<file path="config.mk">
export PLATFORM = sky130hd
export DESIGN_NAME = topk_sorter
export DESIGN_NICKNAME = d
export VERILOG_FILES = /design/src/topk_pkg.sv /design/src/heap_port_if.sv /design/src/heap_dpram.sv /design/src/heap_sift_ctrl.sv /design/src/heap_compare.sv /design/src/topk_sorter.sv
export VERILOG_INCLUDE_DIRS = /design/src /design/src/include
export SDC_FILE = /design/constraint.sdc
export NUM_CORES = 2
export LEC_CHECK = 0
export ABC_AREA = 1
export BUFFER_PORTS_ARGS = -buffer_cell sky130_fd_sc_hd__buf_2
export CORE_ASPECT_RATIO = 0.6
export CORE_UTILIZATION = 45
export CTS_CLUSTER_SIZE = 10
export DETAILED_ROUTE_END_ITERATION = 7
export MAX_ROUTING_LAYER = met4
export PLACE_DENSITY = 0.61
export SYNTH_ARGS = -nofsm -noshare
export SYNTH_HDL_FRONTEND = slang
export SYNTH_SLANG_ARGS = --single-unit
</file>
<file path="constraint.sdc">
create_clock -name clk -period 17.3 [get_ports clk]
set_clock_uncertainty 0.05 [all_clocks]
set_input_delay 4.325 -clock clk [delete_from_list [all_inputs] [get_ports clk]]
set_output_delay 4.325 -clock clk [all_outputs]
set_load 0.005 [all_outputs]
</file>
<file path="src/include/topk_defines.svh">
// ==============================
// Top-K selector widths and depth
// ==============================
`ifndef TOPK_DEFINES_SVH
`define TOPK_DEFINES_SVH

// Width of one stream value
`define TOPK_DATA_WIDTH 32

// Heap slots, power of two
`define TOPK_DEPTH 16

// Bits to address one slot
`define TOPK_ADDR_WIDTH $clog2(`TOPK_DEPTH)

// Fill counter, reaches K and holds child addresses past K
`define TOPK_PTR_WIDTH (`TOPK_ADDR_WIDTH + 2)

`endif

</file>
<file path="src/topk_pkg.sv">
// ==============================
// Top-K selector shared types
// ==============================
`default_nettype none
`include "topk_defines.svh"

package topk_pkg;

    typedef logic [`TOPK_DATA_WIDTH-1:0] payload_t;
    typedef logic [`TOPK_ADDR_WIDTH-1:0] heap_addr_t;
    typedef logic [`TOPK_PTR_WIDTH-1:0] heap_ptr_t;

    // Heap control states
    typedef enum logic [2:0] {
        CLEAR,
        FILL,
        SIFT_UP,
        FULL,
        SIFT_DN,
        EMIT
    } sort_state_e;

endpackage

`default_nettype wire

</file>
<file path="src/heap_port_if.sv">
// ==============================
// One port of the heap RAM
// ==============================
`timescale 1ns/100ps
`default_nettype none

interface heap_port_if;

    topk_pkg::payload_t   wdata;
    topk_pkg::heap_addr_t waddr;
    logic                 wen;
    topk_pkg::heap_addr_t raddr;
    topk_pkg::payload_t   rdata;

    modport driver (output wdata, waddr, wen, raddr, input rdata);
    modport ram    (input wdata, waddr, wen, raddr, output rdata);

    // Watches both directions without driving anything
    modport snoop  (input wdata, waddr, wen, raddr, rdata);

endinterface

`default_nettype wire

</file>
<file path="src/heap_dpram.sv">
// ==============================
// Dual-port heap RAM, K words
// ==============================
`timescale 1ns/100ps
`default_nettype none
`include "topk_defines.svh"

module heap_dpram (
    input wire logic clk,
    heap_port_if.ram port_a,
    heap_port_if.ram port_b
);

    topk_pkg::payload_t mem [`TOPK_DEPTH];

    // Port B is written last, so it wins on an address clash
    always_ff @(posedge clk) begin
        if (port_a.wen) begin
            mem[port_a.waddr] <= port_a.wdata;
        end
        if (port_b.wen) begin
            mem[port_b.waddr] <= port_b.wdata;
        end
    end

    // Registered reads, old data on a same-cycle write
    always_ff @(posedge clk) begin
        port_a.rdata <= mem[port_a.raddr];
        port_b.rdata <= mem[port_b.raddr];
    end

endmodule

`default_nettype wire

</file>
<file path="src/heap_sift_ctrl.sv">
// ==============================
// Heap FSM, sift addressing and
// RAM port muxing
// ==============================
`timescale 1ns/100ps
`default_nettype none
`include "topk_defines.svh"

module heap_sift_ctrl (
    input  wire logic                  clk,
    input  wire logic                  aresetn,
    input  wire logic                  s_tvalid,
    input  wire logic                  s_tlast,
    input  wire topk_pkg::payload_t    s_tdata,
    output logic                       s_tready,
    output logic                       m_tvalid,
    output logic                       m_tlast,
    heap_port_if.driver                port_a,
    heap_port_if.driver                port_b,
    output topk_pkg::sort_state_e      state,
    output logic                       din_take,
    output topk_pkg::heap_addr_t       cmp_a_addr,
    output topk_pkg::heap_addr_t       cmp_b_addr,
    output logic                       right_ovfl,
    output logic                       cmp_invert,
    output logic                       swap_enable,
    input  wire logic                  a_less_b,
    input  wire logic                  swap_execute,
    input  wire logic                  din_gt_top,
    input  wire logic                  swap_at_full,
    input  wire topk_pkg::payload_t    swap_data,
    input  wire topk_pkg::payload_t    min_child,
    input  wire topk_pkg::heap_addr_t  min_child_addr
);

    localparam topk_pkg::heap_ptr_t FULL_CNT  = `TOPK_DEPTH;
    localparam topk_pkg::heap_ptr_t HALF_CNT  = `TOPK_DEPTH / 2;
    localparam topk_pkg::heap_ptr_t LAST_SLOT = `TOPK_DEPTH - 1;

    topk_pkg::heap_ptr_t  heap_ptr;
    topk_pkg::heap_addr_t swap_wb_a_addr;
    topk_pkg::heap_addr_t swap_wb_b_addr;
    topk_pkg::heap_addr_t last_swap_addr;
    topk_pkg::heap_ptr_t  left_leaf;
    topk_pkg::heap_ptr_t  right_leaf;
    logic                 left_ovfl;
    logic                 nxt_right_ovfl;
    logic                 din_valid;
    logic                 din_swap;
    logic                 sift_stage;
    logic                 last_flag;

    // Parent slot of a heap index, meaningless for the root
    function automatic topk_pkg::heap_addr_t parent_of(topk_pkg::heap_ptr_t idx);
        topk_pkg::heap_ptr_t p;
        p = (idx - topk_pkg::heap_ptr_t'(1)) >> 1;
        return p[`TOPK_ADDR_WIDTH-1:0];
    endfunction

    assign din_valid = s_tvalid && s_tready;

    // New value is cached when it starts a sift
    assign din_take = din_valid &&
        (((state == topk_pkg::FILL) && (heap_ptr != '0)) ||
         ((state == topk_pkg::FULL) && din_gt_top));

    // Sift-up puts the child on the left, no inversion needed
    assign cmp_invert = 1'b0;

    // Children of the selected slot for the next sift-down level
    assign left_leaf      = {1'b0, min_child_addr, 1'b0} + topk_pkg::heap_ptr_t'(1);
    assign right_leaf     = {1'b0, min_child_addr, 1'b0} + topk_pkg::heap_ptr_t'(2);
    assign left_ovfl      = left_leaf > LAST_SLOT;
    assign nxt_right_ovfl = right_leaf > LAST_SLOT;

    // Write-back addresses trail the compare addresses by one cycle
    always_ff @(posedge clk) begin
        if (state == topk_pkg::FILL) begin
            swap_wb_a_addr <= heap_ptr[`TOPK_ADDR_WIDTH-1:0];
            swap_wb_b_addr <= parent_of(heap_ptr);
        end else begin
            swap_wb_a_addr <= cmp_a_addr;
            swap_wb_b_addr <= cmp_b_addr;
        end
    end

    always_ff @(posedge clk or negedge aresetn) begin
        if (!aresetn) begin
            state          <= topk_pkg::CLEAR;
            s_tready       <= 1'b0;
            m_tvalid       <= 1'b0;
            m_tlast        <= 1'b0;
            heap_ptr       <= '0;
            cmp_a_addr     <= '0;
            cmp_b_addr     <= '0;
            swap_enable    <= 1'b0;
            din_swap       <= 1'b0;
            last_swap_addr <= '0;
            sift_stage     <= 1'b0;
            right_ovfl     <= 1'b0;
            last_flag      <= 1'b0;
        end else begin
            case (state)
                topk_pkg::CLEAR: begin
                    m_tvalid  <= 1'b0;
                    m_tlast   <= 1'b0;
                    last_flag <= 1'b0;
                    if (heap_ptr == HALF_CNT) begin
                        heap_ptr <= '0;
                        s_tready <= 1'b1;
                        state    <= topk_pkg::FILL;
                    end else begin
                        heap_ptr <= heap_ptr + topk_pkg::heap_ptr_t'(1);
                    end
                end
                topk_pkg::FILL: begin
                    if (din_valid) begin
                        heap_ptr <= heap_ptr + topk_pkg::heap_ptr_t'(1);
                        if (s_tlast) begin
                            last_flag <= 1'b1;
                        end
                        if (heap_ptr != '0) begin
                            // Next pair is parent and grandparent
                            cmp_a_addr  <= parent_of(heap_ptr);
                            cmp_b_addr  <= parent_of(topk_pkg::heap_ptr_t'(parent_of(heap_ptr)));
                            swap_enable <= 1'b1;
                            s_tready    <= 1'b0;
                            state       <= topk_pkg::SIFT_UP;
                        end else if (s_tlast) begin
                            heap_ptr <= '0;
                            s_tready <= 1'b0;
                            state    <= topk_pkg::EMIT;
                        end
                    end
                end
                topk_pkg::SIFT_UP: begin
                    if (swap_execute) begin
                        cmp_a_addr  <= cmp_b_addr;
                        cmp_b_addr  <= parent_of(topk_pkg::heap_ptr_t'(cmp_b_addr));
                        // A swap at the root ends the climb
                        swap_enable <= (cmp_a_addr != '0);
                    end else begin
                        swap_enable <= 1'b0;
                        if (last_flag) begin
                            heap_ptr <= '0;
                            state    <= topk_pkg::EMIT;
                        end else if (heap_ptr == FULL_CNT) begin
                            cmp_a_addr <= topk_pkg::heap_addr_t'(1);
                            cmp_b_addr <= topk_pkg::heap_addr_t'(2);
                            s_tready   <= 1'b1;
                            state      <= topk_pkg::FULL;
                        end else begin
                            s_tready <= 1'b1;
                            state    <= topk_pkg::FILL;
                        end
                    end
                end
                topk_pkg::FULL: begin
                    if (din_valid) begin
                        if (s_tlast) begin
                            last_flag <= 1'b1;
                        end
                        if (din_gt_top) begin
                            din_swap       <= 1'b1;
                            sift_stage     <= 1'b0;
                            right_ovfl     <= 1'b0;
                            last_swap_addr <= '0;
                            s_tready       <= 1'b0;
                            state          <= topk_pkg::SIFT_DN;
                        end else if (s_tlast) begin
                            // Dropped value closes the stream
                            heap_ptr <= '0;
                            s_tready <= 1'b0;
                            state    <= topk_pkg::EMIT;
                        end
                    end
                end
                topk_pkg::SIFT_DN: begin
                    sift_stage <= !sift_stage;
                    // Stage 0 decides and writes, stage 1 waits for reads
                    if (!sift_stage) begin
                        din_swap       <= 1'b0;
                        right_ovfl     <= nxt_right_ovfl;
                        last_swap_addr <= min_child_addr;
                        if (!left_ovfl) begin
                            cmp_a_addr <= left_leaf[`TOPK_ADDR_WIDTH-1:0];
                        end
                        if (!nxt_right_ovfl) begin
                            cmp_b_addr <= right_leaf[`TOPK_ADDR_WIDTH-1:0];
                        end
                        if (!swap_at_full || left_ovfl) begin
                            if (last_flag) begin
                                heap_ptr <= '0;
                                state    <= topk_pkg::EMIT;
                            end else begin
                                cmp_a_addr <= topk_pkg::heap_addr_t'(1);
                                cmp_b_addr <= topk_pkg::heap_addr_t'(2);
                                s_tready   <= 1'b1;
                                state      <= topk_pkg::FULL;
                            end
                        end
                    end
                end
                topk_pkg::EMIT: begin
                    m_tvalid <= 1'b1;
                    m_tlast  <= (heap_ptr == LAST_SLOT);
                    if (heap_ptr == LAST_SLOT) begin
                        heap_ptr <= '0;
                        state    <= topk_pkg::CLEAR;
                    end else begin
                        heap_ptr <= heap_ptr + topk_pkg::heap_ptr_t'(1);
                    end
                end
                default: begin
                    state <= topk_pkg::CLEAR;
                end
            endcase
        end
    end

    // RAM port selection per state
    always_comb begin
        port_a.wdata = '0;
        port_a.waddr = '0;
        port_a.wen   = 1'b0;
        port_a.raddr = cmp_a_addr;
        port_b.wdata = '0;
        port_b.waddr = '0;
        port_b.wen   = 1'b0;
        port_b.raddr = cmp_b_addr;
        case (state)
            topk_pkg::CLEAR: begin
                // Lower and upper half zeroed together
                port_a.waddr = {1'b0, heap_ptr[`TOPK_ADDR_WIDTH-2:0]};
                port_a.wen   = 1'b1;
                port_b.waddr = {1'b1, heap_ptr[`TOPK_ADDR_WIDTH-2:0]};
                port_b.wen   = 1'b1;
            end
            topk_pkg::FILL: begin
                port_a.wdata = s_tdata;
                port_a.waddr = heap_ptr[`TOPK_ADDR_WIDTH-1:0];
                port_a.wen   = din_valid;
                port_b.raddr = parent_of(heap_ptr);
            end
            topk_pkg::SIFT_UP: begin
                port_a.wdata = port_b.rdata;
                port_a.waddr = swap_wb_a_addr;
                port_a.wen   = swap_execute;
                port_b.wdata = swap_data;
                port_b.waddr = swap_wb_b_addr;
                port_b.wen   = swap_execute;
            end
            topk_pkg::SIFT_DN: begin
                if (!sift_stage) begin
                    port_a.wdata = swap_at_full ? min_child : swap_data;
                    port_a.waddr = last_swap_addr;
                    port_a.wen   = swap_at_full || din_swap;
                    port_b.wdata = swap_data;
                    port_b.wen   = swap_at_full;
                    if (din_swap) begin
                        port_b.waddr = a_less_b ? topk_pkg::heap_addr_t'(1) :
                                                  topk_pkg::heap_addr_t'(2);
                    end else begin
                        port_b.waddr = min_child_addr;
                    end
                end
            end
            topk_pkg::EMIT: begin
                port_a.raddr = heap_ptr[`TOPK_ADDR_WIDTH-1:0];
            end
            default: begin
            end
        endcase
    end

endmodule

`default_nettype wire

</file>
<file path="src/heap_compare.sv">
// ==============================
// Heap comparators, value and
// heap-top caches
// ==============================
`timescale 1ns/100ps
`default_nettype none

module heap_compare (
    input  wire logic                  clk,
    input  wire logic                  aresetn,
    heap_port_if.snoop                 port_a,
    heap_port_if.snoop                 port_b,
    input  wire topk_pkg::sort_state_e state,
    input  wire topk_pkg::payload_t    din_data,
    input  wire logic                  din_take,
    input  wire topk_pkg::heap_addr_t  cmp_a_addr,
    input  wire topk_pkg::heap_addr_t  cmp_b_addr,
    input  wire logic                  right_ovfl,
    input  wire logic                  cmp_invert,
    input  wire logic                  swap_enable,
    output logic                       a_less_b,
    output logic                       swap_execute,
    output logic                       din_gt_top,
    output logic                       swap_at_full,
    output topk_pkg::payload_t         swap_data,
    output topk_pkg::payload_t         min_child,
    output topk_pkg::heap_addr_t       min_child_addr
);

    topk_pkg::payload_t heap_top;
    topk_pkg::payload_t left_op;

    // Value being sifted
    always_ff @(posedge clk) begin
        if (din_take) begin
            swap_data <= din_data;
        end
    end

    // Copy of slot 0, port B checked last as in the RAM
    always_ff @(posedge clk or negedge aresetn) begin
        if (!aresetn) begin
            heap_top <= '0;
        end else begin
            if (port_a.wen && (port_a.waddr == '0)) begin
                heap_top <= port_a.wdata;
            end
            if (port_b.wen && (port_b.waddr == '0)) begin
                heap_top <= port_b.wdata;
            end
        end
    end

    // Sift-up weighs the new value against its parent,
    // sift-down weighs the left child against the right
    always_comb begin
        case (state)
            topk_pkg::SIFT_UP: left_op = swap_data;
            topk_pkg::SIFT_DN: left_op = port_a.rdata;
            default:           left_op = '0;
        endcase
    end

    assign a_less_b     = left_op < port_b.rdata;
    assign swap_execute = swap_enable && (a_less_b ^ cmp_invert);
    assign din_gt_top   = din_data > heap_top;

    // Left child only when the right one is past the heap end
    assign min_child_addr = (right_ovfl || a_less_b) ? cmp_a_addr : cmp_b_addr;
    assign min_child      = (right_ovfl || a_less_b) ? port_a.rdata : port_b.rdata;
    assign swap_at_full   = min_child < swap_data;

endmodule

`default_nettype wire

</file>
<file path="src/topk_sorter.sv">
// ==============================
// Streaming top-K selector top
// ==============================
`timescale 1ns/100ps
`default_nettype none

module topk_sorter (
    input  wire logic               clk,
    input  wire logic               aresetn,
    input  wire topk_pkg::payload_t s_axis_din_tdata,
    input  wire logic               s_axis_din_tvalid,
    input  wire logic               s_axis_din_tlast,
    output logic                    s_axis_din_tready,
    output topk_pkg::payload_t      m_axis_dout_tdata,
    output logic                    m_axis_dout_tvalid,
    output logic                    m_axis_dout_tlast
);

    topk_pkg::sort_state_e state;
    logic                  din_take;
    topk_pkg::heap_addr_t  cmp_a_addr;
    topk_pkg::heap_addr_t  cmp_b_addr;
    logic                  right_ovfl;
    logic                  cmp_invert;
    logic                  swap_enable;
    logic                  a_less_b;
    logic                  swap_execute;
    logic                  din_gt_top;
    logic                  swap_at_full;
    topk_pkg::payload_t    swap_data;
    topk_pkg::payload_t    min_child;
    topk_pkg::heap_addr_t  min_child_addr;

    heap_port_if port_a ();
    heap_port_if port_b ();

    // Read-out runs on port A
    assign m_axis_dout_tdata = port_a.rdata;

    heap_dpram heap_dpram_inst (
        .clk    (clk),
        .port_a (port_a.ram),
        .port_b (port_b.ram)
    );

    heap_sift_ctrl heap_sift_ctrl_inst (
        .clk            (clk),
        .aresetn        (aresetn),
        .s_tvalid       (s_axis_din_tvalid),
        .s_tlast        (s_axis_din_tlast),
        .s_tdata        (s_axis_din_tdata),
        .s_tready       (s_axis_din_tready),
        .m_tvalid       (m_axis_dout_tvalid),
        .m_tlast        (m_axis_dout_tlast),
        .port_a         (port_a.driver),
        .port_b         (port_b.driver),
        .state          (state),
        .din_take       (din_take),
        .cmp_a_addr     (cmp_a_addr),
        .cmp_b_addr     (cmp_b_addr),
        .right_ovfl     (right_ovfl),
        .cmp_invert     (cmp_invert),
        .swap_enable    (swap_enable),
        .a_less_b       (a_less_b),
        .swap_execute   (swap_execute),
        .din_gt_top     (din_gt_top),
        .swap_at_full   (swap_at_full),
        .swap_data      (swap_data),
        .min_child      (min_child),
        .min_child_addr (min_child_addr)
    );

    heap_compare heap_compare_inst (
        .clk            (clk),
        .aresetn        (aresetn),
        .port_a         (port_a.snoop),
        .port_b         (port_b.snoop),
        .state          (state),
        .din_data       (s_axis_din_tdata),
        .din_take       (din_take),
        .cmp_a_addr     (cmp_a_addr),
        .cmp_b_addr     (cmp_b_addr),
        .right_ovfl     (right_ovfl),
        .cmp_invert     (cmp_invert),
        .swap_enable    (swap_enable),
        .a_less_b       (a_less_b),
        .swap_execute   (swap_execute),
        .din_gt_top     (din_gt_top),
        .swap_at_full   (swap_at_full),
        .swap_data      (swap_data),
        .min_child      (min_child),
        .min_child_addr (min_child_addr)
    );

endmodule

`default_nettype wire

</file>
==> qor.yml <==
power_density_nw_per_um2: 237.4
synth_xor_area_share_pct: 0.08736
synth_top_family_by_area: "compound AO/OA/AOI/OAI gates"
flow.area_growth_from_synthesis_pct: 7.537
synth_compound_area_share_pct: 22.67
crit_path_end_kind: "flop"
core-area_sq_um: 87970
post-cts-setup-buffers: 0
numClockSinks: 677
run_status: "completed"
drive_above_1_share_pct: 5.743
worst_path_max_delay_cell: "inv_2"
vias_per_cell: 6.349
timing.critical_path.fanout_max: 71
power.leakage_nw: 16.03
route.antenna.remaining_nets: 0
ys_types: 51
preCtsSetupSlack_ns: 7.967
via_count_of_the_first_global_routing_pass: 34150
wl_microns: 156800
grt_max_degree: 179
simple_gate_area_share_of_the_yosys_netlist_pct: 18.83
finalSetupTns_ns: 0
synthAdderAreaFrac_pct: 3.089
arrival_ns: 10.38
tightestPinTransition_ns: 1.253
critPathMaxStageDelay_ns: 0.78
post_cts_hold_buffer_count: 0
fin_cells: 5934
postPlaceCellArea_sq_um: 40830
placement.io_buffers: 70
finalWorstSetupSlack_ns: 7.468
fp.dieArea_sq_um: 90360
number_of_synthesized_flops_with_an_enable_pin: 544
finalInstanceArea_sq_um: 43130
y_dimension_of_the_die_microns: 233.2
globalRoute.totalOverflow: 0
post_cts.resized_instances: 0
critical-path-top-cell-by-count: "nand2_1"
final-hold-violation-count: 0
total_count_of_max_transition_violations_in_the_final_report: 0
drc: 0
min_tclk_post_route_ns: 9.832
cts_tree: "done"
placement_rows: 84
inst_count_dp: 5793
cts_root_buf: "clkbuf_16"
horizontal_die_dimension_microns: 387.4
critical_path.n_buffers_inverters: 5
synth-warning-count: 0
grt_first_pass_wirelength_microns: 229800
insertion_delay_ns: 0.67
fin_nets: 4847
most-common-layout-cells: "o21ai_0 (1,037), nand2_1 (963), nor2_1 (565)"
detailedRoute.firstIterationViolations: 5790
synthArstFlopShare_pct: 9.010
timing.critical_path.max_delay_family: "simple AND/OR/NAND/NOR gates"
worstSetupStartpointType: "flop"
dr_total_vias: 37680
critical_path_class: "reg2reg"
rd_place_congestion: 0.9914
critPathRequiredTime_ns: 17.85
grt_setup_unrepaired: "no"
synthFlopType: "edfxtp_1"
worst_hold_path_type: "reg2reg"
dr.pass1.iters: 6
setup_violations: 0
syn_avg_cell_area_sq_um: 8.115
floorplan.initialDensity_pct: 45.59
synth.yosys.seq_area_share_pct: 48.13
fmax_mhz: 101.7
yosys_register_bits: 677
io_pins: 71
synth.area.mux_share_pct: 0
vdd.ir_drop.worst_v: 0.0001807
wl_per_cell_microns: 26.42
final.hold.worst_slack_ns: 0.4363
maximum_count_of_clock_buffers_along_a_single_path: 3
detailedPlacementHpwl_microns: 94440
grt_antenna_before_repair: 2
cts-buffers-inserted: 78
cap_violations: 0
syn-num-nets: 5077
path_clk_slew_ns: 0.06
final_min_period_over_clock_period_pct: 56.83
most_common_cell_after_layout_fill_and_taps_aside: "o21ai_0"
groute.usage.overall_pct: 35.14
slew_headroom_pct: 15.27
synthesis.area_sq_um: 40100
ctsHtreeMaxLevel: 3
synth_cells: 4942
==> power by group <==
group	total (W)	internal [W]	switching, W
clock	0.00158	0.000880	0.000700
combinational	0.00590	0.00155	0.00435
sequential	0.00276	0.00245	0.000310
total	0.0102	0.00488	0.00536
==> final cells by class <==
class | count | area (sq um)
inverters | 262 | 1011
fillers | 8292 | 44840
multi-input cells | 3569 | 18270
diodes | 2 | 5.005
repair buffers | 124 | 795.8
well taps | 1161 | 1453
clock inverters | 4 | 42.54
clock buffers | 135 | 2251
flip-flops and latches | 677 | 19300
==> cells by family (layout without fill, tap and decap cells) <==
group | Yosys count | in the layout
and+or+nand+nor | 1867 | 1867
xor gates and xnor gates | 4 | 4
adders and majority gates | 99 | 99
DFF | 677 | 677
other | 0 | 2
AOI/OAI and AO/OA | 1599 | 1599
buffers and inverters | 696 | 525
==> through the flow <==
step	util (%)	power, W
final	49.03	0.01024
after global routing	49.02	0.01080
after CTS	49.02	0.01003
after detailed placement	46.41	0.008450
after global placement	46.41	0.008407
after floorplan	-	0.006374
==> cell usage after synthesis (72+ instances only) <==
cell,count,share of area [%]
edfxtp_1,544,41
dfxtp_1,72,3.6
nor2_1,567,5.3
o22ai_1,81,1.3
nand3_1,240,3.0
o21ai_0,1051,13
clkbuf_1,309,2.9
o21ai_1,110,1.4
inv_1,257,2.4
ha_1,99,3.1
buf_2,92,1.1
o221ai_1,177,3.9
nand2_1,969,9.1
o211ai_1,85,1.6
==> worst paths after layout <==
kind / startpoint / endpoint / slack [ns] / cells past startpoint
max: heap_sift_ctrl_inst.state[1]$_DFFE_PN0P_ / heap_compare_inst.heap_top[3]$_DFFE_PN0P_ / 7.47 / 29
min: heap_compare_inst.heap_top[1]$_DFFE_PN0P_ / heap_compare_inst.heap_top[1]$_DFFE_PN0P_ / 0.44 / 2
max reg2reg: heap_sift_ctrl_inst.state[1]$_DFFE_PN0P_ / heap_compare_inst.heap_top[3]$_DFFE_PN0P_ / 7.47 / 29
min reg2reg: heap_compare_inst.heap_top[1]$_DFFE_PN0P_ / heap_compare_inst.heap_top[1]$_DFFE_PN0P_ / 0.44 / 2
max in group asynchronous: aresetn / heap_compare_inst.heap_top[26]$_DFFE_PN0P_ / 12.69 / 2
min in group asynchronous: aresetn / heap_sift_ctrl_inst.cmp_a_addr[1]$_DFFE_PN0P_ / 3.47 / 1
==> routing by layer <==
layer / vias up / track usage [%] / part of all wire, %
met4: 0 / 13.22 / 4.0
met2: 2672 / 48.73 / 41
met3: 360 / 8.685 / 13
met1: 17710 / 49.13 / 42
met5: - / - / 0
li1: 16940 / - / -
==> sequential cells by signal (all words and copies together), names as in the netlist <==
signal	count
heap_sift_ctrl_inst.last_swap_addr	4
heap_sift_ctrl_inst.last_flag	1
heap_sift_ctrl_inst.m_tvalid	1
heap_sift_ctrl_inst.sift_stage	1
heap_sift_ctrl_inst.state	3
heap_sift_ctrl_inst.swap_enable	1
heap_sift_ctrl_inst.cmp_b_addr	4
heap_dpram_inst.port_a.rdata	32
heap_sift_ctrl_inst.din_swap	1
heap_dpram_inst.port_b.rdata	32
heap_sift_ctrl_inst.m_tlast	1
heap_dpram_inst.mem	512
heap_sift_ctrl_inst.swap_wb_a_addr	4
heap_compare_inst.swap_data	32
heap_compare_inst.heap_top	32
heap_sift_ctrl_inst.heap_ptr	6
heap_sift_ctrl_inst.s_tready	1
heap_sift_ctrl_inst.right_ovfl	1
heap_sift_ctrl_inst.cmp_a_addr	4
heap_sift_ctrl_inst.swap_wb_b_addr	4
==> worst reg2reg max path, delay by kind of cell (launching register included) <==
| family | cells | cell delay (ns) |
|---|---|---|
| compound gates | 2 | 0.68 |
| flops | 1 | 0.49 |
| simple gates | 20 | 5.80 |
| fa+ha+maj | 2 | 0.37 |
| buf+inv | 5 | 2.35 |
No activity file was read; power rests on OpenSTA's default activity.
